[config.mk]
export PLATFORM = sky130hd
export DESIGN_NAME = lcdMenuTop
export DESIGN_NICKNAME = d
export VERILOG_FILES = /design/src/hw/menuPkg.sv /design/src/hw/localCharRam.sv /design/src/hw/inputDecoder.sv /design/src/hw/menuSequencer.sv /design/src/hw/lcdWriter.sv /design/src/hw/lcdMenuTop.sv
export SDC_FILE = /design/constraint.sdc
export NUM_CORES = 1
export LEC_CHECK = 0
export BUFFER_PORTS_ARGS = -buffer_cell sky130_fd_sc_hd__buf_2
export CORE_UTILIZATION = 68
export CTS_CLUSTER_SIZE = 8
export DETAILED_ROUTE_END_ITERATION = 7
export GPL_ROUTABILITY_DRIVEN = 0
export HOLD_SLACK_MARGIN = 0.08
export PLACE_DENSITY = 0.81
export SYNTH_ARGS = -nofsm -noshare
export SYNTH_HDL_FRONTEND = slang
export SYNTH_SLANG_ARGS = --single-unit
export TNS_END_PERCENT = 100
[constraint.sdc]
create_clock -name clk -period 10.6 [get_ports clk]
set_clock_uncertainty 0.2 [all_clocks]
set_input_delay 1.59 -clock clk [delete_from_list [all_inputs] [get_ports clk]]
set_output_delay 1.59 -clock clk [all_outputs]
set_load 0.01 [all_outputs]
[src/hw/menuPkg.sv]
package menuPkg;

	////////////////////////////////////////
	// Display geometry
	////////////////////////////////////////
	localparam int LCD_CHARS = 32;
	// Line 1 starts here
	localparam int LINE_CHARS = 16;
	localparam int MENU_TEXTS = 7;

	typedef logic [7:0] char_t;
	typedef logic [4:0] lcdAddr_t;
	// Leftmost character sits in the top byte
	typedef char_t [LINE_CHARS-1:0] lcdLine_t;

	// Cleared RAM byte
	localparam char_t CHAR_SPACE = 8'h20;
	// Edit character after reset, 'A'
	localparam char_t CHAR_START = 8'h41;

	// Column range and the skipped gap between 7 and 10
	localparam logic [3:0] COLUMN_LOW = 4'd2;
	localparam logic [3:0] COLUMN_HIGH = 4'd15;
	localparam logic [3:0] GAP_LOW = 4'd7;
	localparam logic [3:0] GAP_HIGH = 4'd10;

	////////////////////////////////////////
	// Menu text
	////////////////////////////////////////
	typedef enum logic [2:0] {
		MAIN_TITLE    = 3'd0,
		OPT_DISPLAY   = 3'd1,
		OPT_MODIFY    = 3'd2,
		OPT_CLEAR     = 3'd3,
		CONFIRM_TITLE = 3'd4,
		OPT_YES       = 3'd5,
		OPT_NO        = 3'd6
	} menuText_t;

	// One entry per menuText_t value, same order
	localparam lcdLine_t menuTextTable [MENU_TEXTS] = '{
		"MAIN MENU       ",
		"DISPLAY RAM     ",
		"MODIFY RAM      ",
		"CLEAR RAM       ",
		"ARE YOU SURE?   ",
		"YES             ",
		"NO              "
	};

	////////////////////////////////////////
	// Stage payloads
	////////////////////////////////////////
	typedef enum logic [2:0] {NONE, MENU, SELECT, ROTATE, COLUMN} eventKind_t;

	// Forward means knob left or column right
	typedef struct packed {
		eventKind_t kind;
		logic       forward;
	} userEvent_t;

	typedef enum logic [1:0] {TEXT, RAM, SINGLE} lcdSource_t;

	typedef struct packed {
		lcdSource_t source;
		menuText_t  textId;
		lcdAddr_t   firstAddr;
		lcdAddr_t   lastAddr;
		char_t      charValue;
	} lcdJob_t;

	typedef struct packed {
		logic     enable;
		lcdAddr_t addr;
		char_t    data;
	} ramWrite_t;

	// Screens of the menu FSM
	typedef enum logic [2:0] {
		SCR_MAIN, SCR_CONFIRM, SCR_DISPLAY, SCR_POS_SEL, SCR_CHAR_SEL
	} screen_t;

endpackage

[src/hw/localCharRam.sv]
module localCharRam import menuPkg::*; (
	input  logic      clk,
	input  logic      reset,
	input  ramWrite_t write,
	input  logic      clear,
	input  lcdAddr_t  readAddr,
	output char_t     readData
);

	char_t mem [LCD_CHARS];

	////////////////////////////////////////
	// Write side
	////////////////////////////////////////
	// Whole array to spaces in one cycle
	always_ff @(posedge clk) begin
		if (reset || clear) begin
			for (int i = 0; i < LCD_CHARS; i++) begin
				mem[i] <= CHAR_SPACE;
			end
		end else if (write.enable) begin
			mem[write.addr] <= write.data;
		end
	end

	////////////////////////////////////////
	// Read side
	////////////////////////////////////////
	// Data one cycle after the address
	always_ff @(posedge clk) begin
		readData <= mem[readAddr];
	end

endmodule

[src/hw/inputDecoder.sv]
module inputDecoder import menuPkg::*; (
	input  logic       clk,
	input  logic       reset,
	input  logic       rotaryEvent,
	input  logic       rotaryLeft,
	input  logic       rotaryBtn,
	input  logic       columnLeftBtn,
	input  logic       columnRightBtn,
	input  logic       menuBtn,
	output userEvent_t userEvent
);

	logic rotaryBtnPrev;
	logic columnLeftPrev;
	logic columnRightPrev;
	logic menuPrev;
	logic selectEdge;
	logic columnLeftEdge;
	logic columnRightEdge;
	logic menuEdge;
	userEvent_t nextEvent;

	////////////////////////////////////////
	// Rising edges of the button levels
	////////////////////////////////////////
	assign selectEdge = rotaryBtn && !rotaryBtnPrev;
	assign columnLeftEdge = columnLeftBtn && !columnLeftPrev;
	assign columnRightEdge = columnRightBtn && !columnRightPrev;
	assign menuEdge = menuBtn && !menuPrev;

	// One event per cycle, rest dropped
	always_comb begin
		nextEvent.kind = NONE;
		nextEvent.forward = 1'b0;
		if (menuEdge) begin
			nextEvent.kind = MENU;
		end else if (selectEdge) begin
			nextEvent.kind = SELECT;
		end else if (rotaryEvent) begin
			nextEvent.kind = ROTATE;
			nextEvent.forward = rotaryLeft;
		end else if (columnLeftEdge || columnRightEdge) begin
			// Right wins when both press together
			nextEvent.kind = COLUMN;
			nextEvent.forward = columnRightEdge;
		end
	end

	always_ff @(posedge clk) begin
		if (reset) begin
			rotaryBtnPrev <= 1'b0;
			columnLeftPrev <= 1'b0;
			columnRightPrev <= 1'b0;
			menuPrev <= 1'b0;
			userEvent.kind <= NONE;
			userEvent.forward <= 1'b0;
		end else begin
			rotaryBtnPrev <= rotaryBtn;
			columnLeftPrev <= columnLeftBtn;
			columnRightPrev <= columnRightBtn;
			menuPrev <= menuBtn;
			userEvent <= nextEvent;
		end
	end

endmodule

[src/hw/menuSequencer.sv]
module menuSequencer import menuPkg::*; (
	input  logic       clk,
	input  logic       reset,
	input  userEvent_t userEvent,
	input  logic       jobDone,
	output lcdJob_t    job,
	output logic       jobStart,
	output ramWrite_t  ramWrite,
	output logic       ramClear,
	output logic       enableCursor,
	output lcdAddr_t   cursorPos
);

	screen_t screen;
	menuText_t mainOption;
	// Option line queued behind a title job
	menuText_t pendingText;
	logic optionPending;
	logic confirmYes;
	logic busy;
	logic initDraw;
	logic [3:0] editColumn;
	logic [3:0] editRow;
	logic [3:0] nextColumn;
	logic [3:0] nextRow;
	char_t editChar;
	char_t nextChar;

	////////////////////////////////////////
	// Job builders
	////////////////////////////////////////
	// Title on line 0, option on line 1
	function automatic lcdJob_t textJob(input menuText_t id, input logic secondLine);
		lcdJob_t j;
		j.source = TEXT;
		j.textId = id;
		j.firstAddr = secondLine ? lcdAddr_t'(LINE_CHARS) : lcdAddr_t'(0);
		j.lastAddr = secondLine ? lcdAddr_t'(LCD_CHARS - 1) : lcdAddr_t'(LINE_CHARS - 1);
		j.charValue = CHAR_SPACE;
		return j;
	endfunction

	// Full page of RAM, or one character
	function automatic lcdJob_t charJob(input lcdSource_t src, input lcdAddr_t addr,
			input char_t value);
		lcdJob_t j;
		j.source = src;
		j.textId = MAIN_TITLE;
		j.firstAddr = (src == RAM) ? lcdAddr_t'(0) : addr;
		j.lastAddr = (src == RAM) ? lcdAddr_t'(LCD_CHARS - 1) : addr;
		j.charValue = value;
		return j;
	endfunction

	// Main menu options wrap both ways
	function automatic menuText_t stepOption(input menuText_t opt, input logic fwd);
		case (opt)
			OPT_DISPLAY: return fwd ? OPT_MODIFY : OPT_CLEAR;
			OPT_MODIFY: return fwd ? OPT_CLEAR : OPT_DISPLAY;
			default: return fwd ? OPT_DISPLAY : OPT_MODIFY;
		endcase
	endfunction

	// Columns 2..7 and 10..15
	function automatic logic [3:0] stepColumn(input logic [3:0] col, input logic fwd);
		if (fwd) begin
			if (col == GAP_LOW) return GAP_HIGH;
			if (col == COLUMN_HIGH) return COLUMN_LOW;
			return col + 4'd1;
		end
		if (col == GAP_HIGH) return GAP_LOW;
		if (col == COLUMN_LOW) return COLUMN_HIGH;
		return col - 4'd1;
	endfunction

	////////////////////////////////////////
	// Edit character preview
	////////////////////////////////////////
	assign editChar = {editColumn, editRow};
	assign nextChar = {nextColumn, nextRow};

	always_comb begin
		nextColumn = editColumn;
		nextRow = editRow;
		if (userEvent.kind == ROTATE) begin
			nextRow = userEvent.forward ? editRow + 4'd1 : editRow - 4'd1;
		end else if (userEvent.kind == COLUMN) begin
			nextColumn = stepColumn(editColumn, userEvent.forward);
		end
	end

	// Cursor only once the page is drawn
	assign enableCursor = (screen == SCR_POS_SEL) && !busy;

	////////////////////////////////////////
	// Menu FSM
	////////////////////////////////////////
	always_ff @(posedge clk) begin
		if (reset) begin
			screen <= SCR_MAIN;
			mainOption <= OPT_DISPLAY;
			optionPending <= 1'b0;
			confirmYes <= 1'b1;
			busy <= 1'b0;
			initDraw <= 1'b1;
			editColumn <= CHAR_START[7:4];
			editRow <= CHAR_START[3:0];
			cursorPos <= '0;
			jobStart <= 1'b0;
			ramWrite.enable <= 1'b0;
			ramClear <= 1'b0;
		end else begin
			jobStart <= 1'b0;
			ramWrite.enable <= 1'b0;
			ramClear <= 1'b0;
			if (userEvent.kind == MENU || initDraw) begin
				// Aborts any running job
				initDraw <= 1'b0;
				screen <= SCR_MAIN;
				editColumn <= CHAR_START[7:4];
				editRow <= CHAR_START[3:0];
				job <= textJob(MAIN_TITLE, 1'b0);
				pendingText <= mainOption;
				optionPending <= 1'b1;
				jobStart <= 1'b1;
				busy <= 1'b1;
			end else if (busy) begin
				// Other input lost while drawing
				if (jobDone && optionPending) begin
					job <= textJob(pendingText, 1'b1);
					optionPending <= 1'b0;
					jobStart <= 1'b1;
				end else if (jobDone) begin
					busy <= 1'b0;
				end
			end else begin
				case (screen)
					SCR_MAIN: begin
						if (userEvent.kind == ROTATE) begin
							mainOption <= stepOption(mainOption, userEvent.forward);
							job <= textJob(stepOption(mainOption, userEvent.forward), 1'b1);
							jobStart <= 1'b1;
							busy <= 1'b1;
						end else if (userEvent.kind == SELECT) begin
							jobStart <= 1'b1;
							busy <= 1'b1;
							if (mainOption == OPT_CLEAR) begin
								screen <= SCR_CONFIRM;
								confirmYes <= 1'b1;
								job <= textJob(CONFIRM_TITLE, 1'b0);
								pendingText <= OPT_YES;
								optionPending <= 1'b1;
							end else begin
								screen <= (mainOption == OPT_MODIFY) ? SCR_POS_SEL : SCR_DISPLAY;
								job <= charJob(RAM, '0, CHAR_SPACE);
							end
						end
					end
					SCR_CONFIRM: begin
						if (userEvent.kind == ROTATE) begin
							confirmYes <= !confirmYes;
							job <= textJob(confirmYes ? OPT_NO : OPT_YES, 1'b1);
							jobStart <= 1'b1;
							busy <= 1'b1;
						end else if (userEvent.kind == SELECT) begin
							// YES clears, then back to the display option
							ramClear <= confirmYes;
							mainOption <= confirmYes ? OPT_DISPLAY : OPT_CLEAR;
							pendingText <= confirmYes ? OPT_DISPLAY : OPT_CLEAR;
							screen <= SCR_MAIN;
							job <= textJob(MAIN_TITLE, 1'b0);
							optionPending <= 1'b1;
							jobStart <= 1'b1;
							busy <= 1'b1;
						end
					end
					SCR_DISPLAY: begin
						if (userEvent.kind == SELECT) begin
							screen <= SCR_MAIN;
							job <= textJob(MAIN_TITLE, 1'b0);
							pendingText <= mainOption;
							optionPending <= 1'b1;
							jobStart <= 1'b1;
							busy <= 1'b1;
						end
					end
					SCR_POS_SEL: begin
						// Position wraps mod 32
						if (userEvent.kind == ROTATE) begin
							cursorPos <= userEvent.forward ? cursorPos + 5'd1 : cursorPos - 5'd1;
						end else if (userEvent.kind == SELECT) begin
							screen <= SCR_CHAR_SEL;
						end
					end
					SCR_CHAR_SEL: begin
						if (userEvent.kind == ROTATE || userEvent.kind == COLUMN) begin
							editColumn <= nextColumn;
							editRow <= nextRow;
							job <= charJob(SINGLE, cursorPos, nextChar);
							jobStart <= 1'b1;
							busy <= 1'b1;
						end else if (userEvent.kind == SELECT) begin
							// Commit and go back to moving the cursor
							ramWrite.enable <= 1'b1;
							ramWrite.addr <= cursorPos;
							ramWrite.data <= editChar;
							screen <= SCR_POS_SEL;
						end
					end
					default: screen <= SCR_MAIN;
				endcase
			end
		end
	end

endmodule

[src/hw/lcdWriter.sv]
module lcdWriter import menuPkg::*; (
	input  logic     clk,
	input  logic     reset,
	input  lcdJob_t  job,
	input  logic     jobStart,
	output logic     jobDone,
	output lcdAddr_t ramAddr,
	input  char_t    ramData,
	output lcdAddr_t lcdAddr,
	output char_t    lcdData,
	output logic     lcdW
);

	logic busy;
	// Low is the setup cycle, high the write cycle
	logic writePhase;
	lcdJob_t curJob;
	lcdAddr_t curAddr;
	logic [3:0] textOffset;
	char_t fetched;

	////////////////////////////////////////
	// Sequencing
	////////////////////////////////////////
	// A new start restarts a running job
	always_ff @(posedge clk) begin
		if (reset) begin
			busy <= 1'b0;
			writePhase <= 1'b0;
		end else if (jobStart) begin
			busy <= 1'b1;
			writePhase <= 1'b0;
		end else if (busy) begin
			writePhase <= !writePhase;
			if (writePhase && curAddr == curJob.lastAddr) begin
				busy <= 1'b0;
			end
		end
	end

	// Job and address latch
	always_ff @(posedge clk) begin
		if (jobStart) begin
			curJob <= job;
			curAddr <= job.firstAddr;
		end else if (busy && writePhase) begin
			curAddr <= curAddr + 5'd1;
		end
	end

	////////////////////////////////////////
	// Character fetch
	////////////////////////////////////////
	// Offset within the line picks the text byte
	assign textOffset = 4'(LINE_CHARS - 1) - curAddr[3:0];

	always_ff @(posedge clk) begin
		if (busy && !writePhase) begin
			fetched <= (curJob.source == SINGLE) ? curJob.charValue
				: menuTextTable[curJob.textId][textOffset];
		end
	end

	// RAM read runs alongside the setup cycle
	assign ramAddr = curAddr;

	assign lcdAddr = curAddr;
	assign lcdData = (curJob.source == RAM) ? ramData : fetched;
	assign lcdW = busy && writePhase;
	assign jobDone = lcdW && (curAddr == curJob.lastAddr);

endmodule

[src/hw/lcdMenuTop.sv]
module lcdMenuTop import menuPkg::*; (
	input  logic     clk,
	input  logic     reset,
	input  logic     rotaryEvent,
	input  logic     rotaryLeft,
	input  logic     rotaryBtn,
	input  logic     columnLeftBtn,
	input  logic     columnRightBtn,
	input  logic     menuBtn,
	output lcdAddr_t lcdAddr,
	output char_t    lcdData,
	output logic     lcdW,
	output logic     enableCursor,
	output lcdAddr_t cursorPos
);

	userEvent_t userEvent;
	lcdJob_t job;
	logic jobStart;
	logic jobDone;
	ramWrite_t ramWrite;
	logic ramClear;
	lcdAddr_t ramAddr;
	char_t ramData;

	////////////////////////////////////////
	// Decode, execute, result
	////////////////////////////////////////
	inputDecoder inputDecoder_inst (
		.clk           (clk),
		.reset         (reset),
		.rotaryEvent   (rotaryEvent),
		.rotaryLeft    (rotaryLeft),
		.rotaryBtn     (rotaryBtn),
		.columnLeftBtn (columnLeftBtn),
		.columnRightBtn(columnRightBtn),
		.menuBtn       (menuBtn),
		.userEvent     (userEvent)
	);

	menuSequencer menuSequencer_inst (
		.clk         (clk),
		.reset       (reset),
		.userEvent   (userEvent),
		.jobDone     (jobDone),
		.job         (job),
		.jobStart    (jobStart),
		.ramWrite    (ramWrite),
		.ramClear    (ramClear),
		.enableCursor(enableCursor),
		.cursorPos   (cursorPos)
	);

	lcdWriter lcdWriter_inst (
		.clk     (clk),
		.reset   (reset),
		.job     (job),
		.jobStart(jobStart),
		.jobDone (jobDone),
		.ramAddr (ramAddr),
		.ramData (ramData),
		.lcdAddr (lcdAddr),
		.lcdData (lcdData),
		.lcdW    (lcdW)
	);

	// Character store
	localCharRam localCharRam_inst (
		.clk     (clk),
		.reset   (reset),
		.write   (ramWrite),
		.clear   (ramClear),
		.readAddr(ramAddr),
		.readData(ramData)
	);

endmodule

==> impl_results.md <==
* Final Cycle Share at 38.56%
* Post-synthesis async set-or-reset flop share at 0%
* Critical path class: register to register
* Die Span X at 165.1 um
* Ant. Diodes at 0
* Power Dens Cells at 174.6 nW/um^2
* H-tree depth at 2
* Post-Syn Area at 18090 sq um
* Unique masters post-synth at 74
* Worst VDD drop at 157.0 uV
* Slew HR at 24.76%
* Clk slew on worst S/H paths at 0.05 ns
* CTS Buf Count at 52
* Clock Latency Late Sink at 0.56 ns
* CTS tree: yes
* Clock Path Buffers at 3
* Max cap viols at 0
* Worst setup EP type: register
* Sw Pwr at 0.8048 mW
* Die Ht at 165.1 um
* Worst Setup Start Kind: register
* Final Hold Violating Endpoints at 0
* Cells after Synth at 1487
* Post-layout util at 75.76%
* YS warnings at 0
* Peak Freq at 0.2447 GHz
* Total negative setup slack at 0 ns
* Clk network pwr share at 42.6%
* Number of hold buffers added after CTS at 0
* Fin. max-slew vios at 0
* Most frequent cells in the layout: 326 x edfxtp_1, 228 x and2_1, 112 x nor2_1
* Synthesized net count at 1517
* Largest net degree at the start of global routing at 63
* Vias in the first global route at 11770
* Class of the worst hold path: register to register
* Ratio of cells with drive above 1 in the final layout at 11.04%
* Vias per inst at 6.780
* Seq pwr share at 48.7%
* Sw Share at 23.35%
* Flops & latches, synth at 369
* RSZ-0062 raised after global routing: false
* Area growth syn-to-layout at 9.100%
* Via count at 12470
* Share of the synthesized area in the top cell type at 54.10%
* Number of I/O pins at 28
* First DRT Iteration DRCs at 1841
* Most used DFF post-synth: edfxtp_1
* Seq/Total Area, Yosys at 58.86%
* Num Clock Sinks at 369
* Largest fanout on the critical path at 62
* Worst path arrival time at 4.21 ns
* Drt pass-1 iters at 5
* Internal power at 2.642 mW
* Die footprint at 27270 sq um
* First-pass GRT wire length at 69.03 mm
* WL/cell at 25.10 um
* Post-CTS Setup Inserts at 0
* Power share of the combinational group at 8.7%
* DRC at 0
* Total gr overflow at 0
* CP required at 10.73 ns
* Outcome: completed
* Detailed placement HPWL at 29.32 mm
* Resized Gates After CTS at 0
* Area of the multi-input gates at 6904 sq um
* Top cells by area, synth: edfxtp_1 54%, and2_1 7.9%, dfxtp_1 4.8%
* Initial antenna violation count at 0
* Total Wirelength at 46.16 mm
* Fill cell count at 1612
* Antenna Nets Post-Route at 0
* Leak at 6.979 nW
* Avg Cell Area, Syn at 12.17 sq um
* Core Rows at 59
* Initial core utilization at 69.44%
* Worst slew pin tran at 1.127 ns
* Endpoints failing setup at 0
* Final nets at 1515
* Clock root buffer: clkbuf_16
* Area leader, netlist: edfxtp_1
* Reg area at 10650 sq um
* Period minus WS final at 4.087 ns
* Core ar. at 26060 sq um
* Most common cell after layout, fill and taps aside: edfxtp_1
* GRT Util Overall at 34.62%
* EDFF count, synth at 326
* Port Buf Inserts at 27
[worst paths after layout]
path / cells past startpoint / from / end / slack (ns)
setup / recovery: 5 / lcdWriter_inst.lcdAddr[0] / localCharRam_inst.readData[4] / 6.51
hold / removal: 0 / menuSequencer_inst.job[11] / lcdWriter_inst.curJob[11] / 0.26
setup reg to reg: 5 / lcdWriter_inst.lcdAddr[0] / localCharRam_inst.readData[4] / 6.51
hold reg to reg: 0 / menuSequencer_inst.job[11] / lcdWriter_inst.curJob[11] / 0.26
[synth_stat cells, drive strengths merged, types with 3 or more instances]
cell type  instances
o21bai             5
edfxtp           326
a211oi            18
mux4              32
nand2             63
nand2b            18
inv               20
dfxtp             43
or3               68
nand4              4
or3b               5
o211ai             5
ha                20
nor2b             24
a31oi              9
a311oi             6
a21oi             60
and2             228
nor2             114
nor3              16
a21boi             3
mux2i             59
a32o              10
clkbuf            67
buf               36
and3               7
a2111oi            9
xor2              11
nand3             21
nor4               6
a21o               6
nor3b              4
a22oi             29
nand3b             6
o21ai             54
xnor2              9
o22ai             21
or2                5
a221oi             4
mux2              10
[stage by stage]
step | total power [mW] | std cells | hold slack, ns | setup WS [ns] | instance area, sq um
global placement | 1.986 | 1766 | 0.2203 | 6.286 | 18340
detailed placement | 1.996 | 1766 | 0.2277 | 6.228 | 18340
global route | 3.524 | 1839 | 0.2724 | 6.466 | 19740
floorplan | 1.898 | 1487 | 0.2082 | 6.208 | 18090
finish | 3.446 | 1839 | 0.2595 | 6.513 | 19740
CTS | 3.435 | 1839 | 0.2539 | 6.588 | 19740
[power groups by stage]
stage	combinational (mW)	clock [mW]	sequential, mW
2_1_floorplan	0.216	0	1.68
3_3_place_gp	0.284	0	1.70
3_5_place_dp	0.292	0	1.70
4_1_cts	0.293	1.46	1.68
5_1_grt	0.319	1.52	1.68
6_report	0.301	1.47	1.68
[critical path: stages (launching register included)]
cell	delay, ns
edfxtp_1	0.32
buf_4	0.63
buf_4	0.62
mux4_2	0.64
a2111oi_0	0.97
a22oi_1	0.40
[cell families after synthesis]
logic type / after synthesis / synth area share (%)
AOI/OAI and AO/OA: 254 / 9.279
xor gates and xnor gates: 20 / 0.9681
adders and majority gates: 22 / 1.604
buffers and inverters: 123 / 3.056
DFF: 369 / 58.86
muxes: 101 / 7.869
and+or+nand+nor: 598 / 18.37
[sequential cells by signal (all words and copies together), names as in the netlist, 4 cells and up]
register / flops
lcdWriter_inst.fetched: 8
menuSequencer_inst.ramWrite: 14
lcdWriter_inst.curJob: 18
menuSequencer_inst.editRow: 4
localCharRam_inst.readData: 8
menuSequencer_inst.editColumn: 4
localCharRam_inst.mem: 256
inputDecoder_inst.userEvent: 4
menuSequencer_inst.cursorPos: 5
lcdWriter_inst.lcdAddr: 5
menuSequencer_inst.job: 23
[area by class of cell]
cell class | count | area share, %
clock inverter | 1 | 0.04437
tap | 335 | 2.123
sequential | 369 | 53.96
inverter | 20 | 0.3803
multi-input combinational | 995 | 34.97
timing repair buffer | 47 | 1.445
clock buffer | 72 | 7.079
[per-layer routing]
layer / part of all wire (%) / wire [um] / vias up / GRT usage [%]
li1: - / - / 5493 / -
met3: 11 / 5237 / 130 / 6.069
met4: 3.4 / 1551 / 0 / 11.84
met2: 47 / 21860 / 852 / 55.46
met5: 0 / 0 / - / 0
met1: 38 / 17510 / 5993 / 48.14
(Power assumes the default switching activity.)
